===== src/design/segway_pkg.sv =====
package segway_pkg;

  ////////////////////////////////////////////////////////////
  // fixed-point types
  ////////////////////////////////////////////////////////////
  typedef logic signed [11:0] duty_t;   // forward minus reverse high time
  typedef logic signed [15:0] fix16_t;  // lean, torque, rate, angle, sensor words

  // spi transaction phases
  typedef enum logic [1:0] {
    IDLE,   // waiting for slave select and first sclk fall
    HALF1,  // command byte coming in
    HALF2   // response byte going out
  } spi_state_e;

  // inertial sensor read addresses that the model answers
  typedef enum logic [6:0] {
    PTCH_L = 7'h22,
    PTCH_H = 7'h23,
    AZ_L   = 7'h2C,
    AZ_H   = 7'h2D
  } sensor_addr_e;

  ////////////////////////////////////////////////////////////
  // pwm capture
  ////////////////////////////////////////////////////////////
  localparam int PWM_CNT_W    = 11;     // high-time counter width
  localparam int DUTY_TIMEOUT = 2048;   // no rise for this long means zero duty
  localparam int DUTY_TMR_W   = $clog2(DUTY_TIMEOUT) + 1;

  ////////////////////////////////////////////////////////////
  // physics
  ////////////////////////////////////////////////////////////
  localparam int          CALC_TIMEOUT = 2048;  // forced step when pwm is idle
  localparam int          CALC_TMR_W   = $clog2(CALC_TIMEOUT) + 1;
  localparam logic [11:0] MIN_DUTY     = 12'h38E;  // edge of the low-torque dead zone
  localparam int          TORQUE_GAIN  = 14;       // slope above the dead zone

  // sensor model offsets and scaling
  localparam fix16_t AZ_OFFSET      = 16'h00A0;
  localparam fix16_t PTCH_RT_OFFSET = 16'h0050;
  localparam int     PTCH_RT_GAIN   = -12;       // applied before the >>>4

  ////////////////////////////////////////////////////////////
  // sensor interface
  ////////////////////////////////////////////////////////////
  localparam int         ODR_CYCLES        = 2048;   // clk cycles per int period
  localparam int         ODR_W             = $clog2(ODR_CYCLES);
  localparam logic [7:0] WRITE_RESPONSE    = 8'hA5;
  localparam logic [7:0] UNMAPPED_RESPONSE = 8'h00;

endpackage


===== src/design/platform_physics.sv =====
module platform_physics import segway_pkg::*; (
  input  logic   clk,
  input  logic   rst_n,
  input  fix16_t rider_lean,    // forward lean torque of the rider
  input  duty_t  duty_lft,
  input  duty_t  duty_rght,
  input  logic   pwm_any_lft,
  input  logic   pwm_any_rght,
  output fix16_t az,            // vertical accel word of the sensor
  output fix16_t ptch_rate      // pitch-rate word of the sensor
);

  logic                  any_pwm;
  logic                  any_pwm_ff;
  logic                  last_fall;     // all four lines just went low
  logic                  calc_physics;  // one-cycle step strobe
  logic [CALC_TMR_W-1:0] calc_tmr;
  logic                  calc_tmo;

  fix16_t              rate;          // platform angular rate
  fix16_t              angle;         // platform angle
  fix16_t              torque_lft;
  fix16_t              torque_rght;
  fix16_t              net_torque;
  fix16_t              friction;
  fix16_t              rate_nxt;
  fix16_t              angle_nxt;
  logic [15:0]         rate_mag;
  logic signed [31:0]  ptch_prod;

  // motor torque from duty is steep above the dead zone
  function automatic fix16_t torque(input duty_t d);
    logic [11:0] duty_abs;
    logic [15:0] torque_abs;
    duty_abs = d[11] ? -d : d;
    if (duty_abs > MIN_DUTY)
      torque_abs = 16'(TORQUE_GAIN * (duty_abs - MIN_DUTY) + MIN_DUTY);
    else
      torque_abs = {4'h0, duty_abs};
    torque = d[11] ? -fix16_t'({1'b0, torque_abs[15:1]}) : fix16_t'({1'b0, torque_abs[15:1]});
  endfunction

  ////////////////////////////////////////////////////////////
  // step trigger
  ////////////////////////////////////////////////////////////
  assign any_pwm   = pwm_any_lft | pwm_any_rght;
  assign last_fall = ~any_pwm & any_pwm_ff;
  assign calc_tmo  = (calc_tmr == CALC_TMR_W'(CALC_TIMEOUT));

  always_ff @(posedge clk, negedge rst_n) begin
    if (!rst_n) begin
      any_pwm_ff   <= 1'b0;
      calc_physics <= 1'b0;
    end else begin
      any_pwm_ff   <= any_pwm;
      calc_physics <= calc_tmo | last_fall;   // timeout keeps the model alive
    end
  end

  always_ff @(posedge clk, negedge rst_n) begin
    if (!rst_n)
      calc_tmr <= '0;
    else if (calc_physics || calc_tmo)
      calc_tmr <= '0;
    else
      calc_tmr <= calc_tmr + 1'b1;
  end

  ////////////////////////////////////////////////////////////
  // one integration step
  ////////////////////////////////////////////////////////////
  assign torque_lft  = torque(duty_lft);
  assign torque_rght = torque(duty_rght);
  assign net_torque  = rider_lean - torque_lft - torque_rght;

  // friction opposes the present rate
  assign rate_mag = rate[15] ? -rate : rate;

  always_comb begin
    if (rate_mag > 16'h0400)
      friction = rate >>> 10;          // viscous above the knee
    else if (rate[15])
      friction = -16'sd1;
    else if (rate != 16'sd0)
      friction = 16'sd1;
    else
      friction = 16'sd0;
  end

  assign rate_nxt  = rate + (net_torque >>> 3) - friction;
  assign angle_nxt = angle + (rate_nxt >>> 6);
  assign ptch_prod = rate_nxt * PTCH_RT_GAIN;     // sensor scaling of the rate

  always_ff @(posedge clk, negedge rst_n) begin
    if (!rst_n) begin
      rate      <= '0;
      angle     <= '0;
      az        <= AZ_OFFSET;
      ptch_rate <= PTCH_RT_OFFSET;
    end else if (calc_physics) begin
      rate      <= rate_nxt;
      angle     <= angle_nxt;
      az        <= (angle_nxt >>> 3) + AZ_OFFSET;
      ptch_rate <= fix16_t'(ptch_prod[19:4]) + PTCH_RT_OFFSET;
    end
  end

endmodule


===== config.mk =====
export PLATFORM = sky130hd
export DESIGN_NAME = platform_physics
export DESIGN_NICKNAME = d
export VERILOG_FILES = /design/src/design/segway_pkg.sv /design/src/design/platform_physics.sv
export SDC_FILE = /design/constraint.sdc
export NUM_CORES = 1
export LEC_CHECK = 0
export ABC_AREA = 0
export BUFFER_PORTS_ARGS = -buffer_cell sky130_fd_sc_hd__buf_2
export CAP_MARGIN = 20
export CORE_MARGIN = 5
export CORE_UTILIZATION = 50
export DETAILED_ROUTE_END_ITERATION = 8
export PLACE_DENSITY_LB_ADDON = 0.08
export SETUP_SLACK_MARGIN = 0.02
export SLEW_MARGIN = 40
export SYNTH_ARGS = -nofsm -noshare
export SYNTH_HDL_FRONTEND = slang
export SYNTH_SLANG_ARGS = --single-unit

===== constraint.sdc =====
create_clock -name clk -period 19 [get_ports clk]
set_input_delay 3.8 -clock clk [delete_from_list [all_inputs] [get_ports clk]]
set_output_delay 3.8 -clock clk [all_outputs]
set_load 0.01 [all_outputs]

# Word-level counts from Yosys, hierarchy flattened
# Cells that the tools add are included.
[classes] n_mul=3 n_reduce_logical=2 addsub=17 bitwise=4 order_cmp=3 n_eq_ne=1 muxes=11
[ops] operator="16-bit two-way mux" n=7
[ops] operator="3-bit by 32-bit multiplier with 15-bit output (first input constant)" n=2
[ops] operator="16-bit subtractor" n=3
[ops] operator="12-bit two-way mux" n=3
[ops] operator="16-bit by 10-bit adder with 16-bit output (second input constant)" n=2
[ops] operator="15-bit negation with 16-bit output" n=2
[ops] operator="12-bit by 10-bit subtractor with 13-bit output (second input constant)" n=2
[ops] operator="12-bit by 10-bit greater-than comparator with 1-bit output (second input constant)" n=2
[ops] operator="12-bit negation" n=2
[ops] operator="16-bit by 3-bit multiplier with 18-bit output (second input constant)" n=1
[ops] operator="16-bit by 10-bit adder with 16-bit output" n=1
[ops] operator="16-bit by 13-bit adder with 16-bit output" n=1
[ops] operator="16-bit by 8-bit adder with 16-bit output (second input constant)" n=1
[ops] operator="16-bit by 11-bit greater-than comparator with 1-bit output (second input constant)" n=1
[ops] operator="16-bit negation" n=1
[ops] operator="16-bit nonzero test" n=1
[ops] operator="13-bit by 9-bit adder with 14-bit output (second input constant)" n=1
[ops] operator="12-bit by 1-bit adder with 12-bit output (second input constant)" n=1
[ops] operator="12-bit equality test (second input constant)" n=1
[ops] operator="1-bit OR" n=2
[ops] operator="1-bit AND" n=1
[ops] operator="1-bit logical OR" n=1
[ops] operator="1-bit two-way mux" n=1
[ops] operator="1-bit inverter" n=1
[word_totals] ff_bits=78 word_cells=48

# Depth between registers and ports, before layout
[depth] ltp_word=14 ltp_mapped=58

# Worst setup path before layout
# Ideal clock, no wire load.
[synth_path] path_type="input to register" start="input port duty_lft[0]" end="register az[12]" n_path_buf=1 setup_ns=0.125 arrival_ns=14.760 setup_slack_ns=4.115 required_time_ns=18.875 cell_stages=51 cell_sequence="clkbuf_1 > inv_1 > ha_1 > nand2b_1 > xor2_1 > inv_1 > ha_1 > nor2b_1 > nor2_1 > xnor2_1 > inv_1 > fa_1 > inv_1 > ha_1 > a2111oi_1 > a21oi_1 > xnor2_1 > mux2_2 > [... 15 more ...] > o211ai_1 > a21oi_1 > nor2_1 > o21bai_1 > a21oi_1 > xor2_1 > xnor2_2 > inv_1 > ha_1 > or2_2 > o311a_1 > a21o_1 > a21o_1 > a21o_1 > a21oi_1 > xnor2_1 > xnor3_1 > mux2_4"
[synth_via] elab_chain_len=14
[synth_rtl] element="start, declared" line_no="platform_physics.sv:5" text="input duty_t duty_lft,"
[synth_rtl] element="12-bit negation" line_no="platform_physics.sv:35" text="duty_abs = d[11] ? -d : d;"
[synth_rtl] element="12-bit two-way mux (*)" line_no="platform_physics.sv:35"
[synth_rtl] element="12-bit by 10-bit subtractor with 13-bit output" line_no="platform_physics.sv:37" text="torque_abs = 16'(TORQUE_GAIN * (duty_abs - MIN_DUTY) + MIN_DUTY);"
[synth_rtl] element="3-bit by 32-bit multiplier with 15-bit output" line_no="platform_physics.sv:37"
[synth_rtl] element="16-bit by 10-bit adder with 16-bit output" line_no="platform_physics.sv:37"
[synth_rtl] element="16-bit two-way mux (*)" line_no="platform_physics.sv:36" text="if (duty_abs > MIN_DUTY)"
[synth_rtl] element="15-bit negation with 16-bit output" line_no="platform_physics.sv:40" text="torque = d[11] ? -fix16_t'({1'b0, torque_abs[15:1]}) : fix16_t'({1'b0, torque_abs[15:1]});"
[synth_rtl] element="16-bit two-way mux (*)" line_no="platform_physics.sv:40"
[synth_rtl] element="16-bit subtractor (*) (2 in series)" line_no="platform_physics.sv:74" text="assign net_torque = rider_lean - torque_lft - torque_rght;"
[synth_rtl] element="16-bit by 13-bit adder with 16-bit output (*)" line_no="platform_physics.sv:90" text="assign rate_nxt = rate + (net_torque >>> 3) - friction;"
[synth_rtl] element="16-bit subtractor (*)" line_no="platform_physics.sv:90"
[synth_rtl] element="via rate_nxt[15]" line_no="platform_physics.sv:26" text="fix16_t rate_nxt;"
[synth_rtl] element="16-bit by 10-bit adder with 16-bit output (*)" line_no="platform_physics.sv:91" text="assign angle_nxt = angle + (rate_nxt >>> 6);"
[synth_rtl] element="13-bit by 9-bit adder with 14-bit output (*)" line_no="platform_physics.sv:103" text="az <= (angle_nxt >>> 3) + AZ_OFFSET;"
[synth_rtl] element="end signal, assigned" line_no="platform_physics.sv:103"
[synth_rtl] element="end, declared" line_no="platform_physics.sv:9" text="output fix16_t az,"
# The timed path passes the listed nets; every way through them passes the cells marked *.
# A chain may end at the register's enable or synchronous reset.

# Worst setup path after layout
[layout_path] start="input port duty_lft[0]" end="register ptch_rate[15]"
[layout_via] elab_chain_len=14
[layout_rtl] element="12-bit negation" line_no="platform_physics.sv:35"
[layout_rtl] element="12-bit two-way mux (*)" line_no="platform_physics.sv:35"
[layout_rtl] element="12-bit by 10-bit subtractor with 13-bit output" line_no="platform_physics.sv:37"
[layout_rtl] element="3-bit by 32-bit multiplier with 15-bit output" line_no="platform_physics.sv:37"
[layout_rtl] element="16-bit by 10-bit adder with 16-bit output" line_no="platform_physics.sv:37"
[layout_rtl] element="16-bit two-way mux (*)" line_no="platform_physics.sv:36"
[layout_rtl] element="15-bit negation with 16-bit output" line_no="platform_physics.sv:40"
[layout_rtl] element="16-bit two-way mux (*)" line_no="platform_physics.sv:40"
[layout_rtl] element="16-bit subtractor (*) (2 in series)" line_no="platform_physics.sv:74"
[layout_rtl] element="16-bit by 13-bit adder with 16-bit output (*)" line_no="platform_physics.sv:90"
[layout_rtl] element="16-bit subtractor (*)" line_no="platform_physics.sv:90"
[layout_rtl] element="via rate_nxt[15]" line_no="platform_physics.sv:26"
[layout_rtl] element="16-bit by 3-bit multiplier with 18-bit output (*)" line_no="platform_physics.sv:92" text="assign ptch_prod = rate_nxt * PTCH_RT_GAIN;"
[layout_rtl] element="16-bit by 8-bit adder with 16-bit output (*)" line_no="platform_physics.sv:104" text="ptch_rate <= fix16_t'(ptch_prod[19:4]) + PTCH_RT_OFFSET;"
[layout_rtl] element="end signal, assigned" line_no="platform_physics.sv:104"
[layout_rtl] element="end, declared" line_no="platform_physics.sv:10" text="output fix16_t ptch_rate"
# Marks and branches as above.

==> flow_summary_export.csv <==
group,metric,value,unit
status,status,"completed",
layout,fillers,2164,
synth,synth_cell_types,92,
clock_network,postCtsSetupBuffers,0,
worst_setup_path,crit_top_cell,"inv_1",
sta,max_freq,63.1,MHz
route,drc,0,
synth,synthTopCellsByArea,"dfrtp_1 (14%), ha_1 (14%), xnor2_1 (8.5%), fa_1 (7.9%), inv_1 (5.9%)",
sta,min_period,15.85,ns
die,io_pins,76,
synth,syn_area_per_cell,8.03,um2
placed_design,io_buffers,75,
clock_network,numCtsBuffers,9,
route,dr.pass1.iters,5,
layout,nNetsFinal,1708,
synth,synthTopCellsByCount,"inv_1 (181), ha_1 (132), nor2_1 (125)",
sta,fin_ws,3.15,ns
sta,drv_slew,0,
worst_setup_path,cp_max_fo,8,
placed_design,gp_congestion,0.900,
placed_design,pre_cts_ws,2.68,ns
clock_network,htreeDepth,3,
grt,grt_max_degree,87,
worst_hold_path,min-delay-path-class,"register to register",
grt,grt_pass1_wl,43800,um
route,wirelength,25600,um
synth,ys_warn_count,0,
grt,grt_overflow,0,
worst_setup_path,slowest_stage,"a2111oi_1",
clock_network,clk_latency,0.33,ns
die,die_area,26400,um2
worst_setup_path,crit_required,19.22,ns
die,row_count,55,
synth,ys_ff_latch,71,
synth,synth_cells,1446,
worst_setup_path,critPathMaxStageDelay,0.72,ns
clock_network,cts_num_sinks,71,
layout,diodes,0,
grt,grt.total_usage,19.5,%
worst_setup_path,critPathLaunchType,"input port",
sta,period_share,83.4,%
die,core_area,22800,um2
route,drt_iter0_markers,440,
synth,synth_top_area_cell,"dfrtp_1",
die,initial_core_util,51.0,%
sta,finalClockSkew,0.00699,ns
synth,synthesis.nets,1668,
placed_design,place_area,12200,um2
die,fp.dieH,162,um
route,vias,9790,
layout,design_area,12600,um2
clock_network,clk_pin_slew,0.06,ns
layout,area_delta_synth_final,8.15,%
clock_network,clock-root-buffer,"clkbuf_16",
layout,drive_gt1_share,10.2,%
clock_network,ctsLongestPathBuffers,2,
route,ant_nets,0,
synth,syn_area,11600,um2
worst_setup_path,critPathKind,"input port to register",
clock_network,ctsHoldBuffers,0,
clock_network,cts_tree,"yes",
grt,antenna_found_initial,0,
grt,grt_pass1_vias,9439,
synth,synth_top_area_share,14.4,%
synth,synthFlopType,"dfrtp_1",
worst_setup_path,crit_arrival,16.06,ns
sta,relSlewSlack,46.4,%
sta,tightest_slew,0.802,ns
sta,rsz0062_at_grt,"false",
clock_network,cts_resized,0,
synth,async_flop_share,100,%
placed_design,dp_hpwl,21100,um
die,die_x,162,um
worst_setup_path,end_kind,"register",
synth,synth_most_common_cell,"inv_1",
sta,whs,0.455,ns
synth,ys_seq_area_share,15.3,%
sta,finalSetupTns,0,ns
sta,finalSetupViolCount,0,
route,avgViaCountPerCell,5.43,
synth,synth_edf_count,0,
route,wl_per_cell,14.2,um
sta,hold_viol,0,
run,maxCapViolCount,0,
state kept, by name, indices dropped and copies added (netlist names):
name / flops
angle: 11
any_pwm_ff: 1
az: 14
calc_physics: 1
calc_tmr: 12
ptch_rate: 16
rate: 16
cells in the final DEF (no fill, tap or decap), types with 16 or more instances in the layout:
| cell type | count |
|---|---|
| nand3_1 | 33 |
| xnor2_1 | 113 |
| nor3_1 | 36 |
| nor2_1 | 125 |
| xor2_1 | 74 |
| a21o_1 | 23 |
| ha_1 | 132 |
| mux2_2 | 28 |
| nand2b_1 | 16 |
| o21bai_1 | 20 |
| dfrtp_1 | 66 |
| buf_2 | 74 |
| o21ai_0 | 58 |
| inv_1 | 181 |
| nor2b_1 | 16 |
| nand2_1 | 94 |
| a21oi_1 | 98 |
| fa_1 | 46 |
final cells by class:
cell class	count	area, um2	area share (%)
Timing Repair Buffer	78	408	3.25
Sequential cell	71	1780	14.2
Clock inverter	5	129	1.03
Clock buffer	11	243	1.93
Multi-Input combinational cell	1144	8920	71.0
Inverter	182	683	5.44
Tap cell	313	392	3.12
final timing paths:
check                                 to  cells past startpoint        start  slack [ns]
setup / recovery           ptch_rate[15]                     51  duty_lft[0]        3.15
hold / removal              calc_physics                      1   any_pwm_ff        0.46
setup reg to reg                  az[12]                     34      rate[9]       11.38
hold reg to reg             calc_physics                      1   any_pwm_ff        0.46
max in group asynchronous   calc_physics                      1        rst_n       15.04
min in group asynchronous  ptch_rate[12]                      1        rst_n        3.47
kinds of logic after synthesis:
| logic type | Yosys count | share of synthesized area [%] |
|---|---|---|
| buf+inv | 231 | 7.85 |
| simple gates | 412 | 17.5 |
| xor+xnor | 190 | 14.6 |
| flops | 71 | 15.3 |
| mux | 45 | 4.24 |
| compound gates | 319 | 18.2 |
| fa+ha+maj | 178 | 22.2 |
routing by layer:
metal / part of all wire, % / vias to the layer above / track usage (%) / routed length, um
met5: 0 / - / 0 / 0
met4: 1.9 / 0 / 5.11 / 491
met3: 3.2 / 30 / 1.82 / 807
met2: 48 / 148 / 34.4 / 12200
met1: 47 / 4545 / 25.7 / 12100
li1: - / 5067 / - / -
worst max-delay path: cells and delay by family:
kind,cells,cell delay (ns)
AOI/OAI and AO/OA,11,3.05
xor gates and xnor gates,8,1.97
adders and majority gates,11,3.84
buffers and inverters,9,1.11
muxes,2,0.66
and+or+nand+nor,10,1.61
through the flow:
stage,std cells,util (%)
global route,1804,55.1
finish,1804,55.1
floorplan,1446,-
detailed placement,1788,53.5
global placement,1788,53.4
CTS,1804,55.1
Power is left out: the tool's default activity adds up to more than one toggle a clock period on the data nets, which glitch-free logic cannot reach.
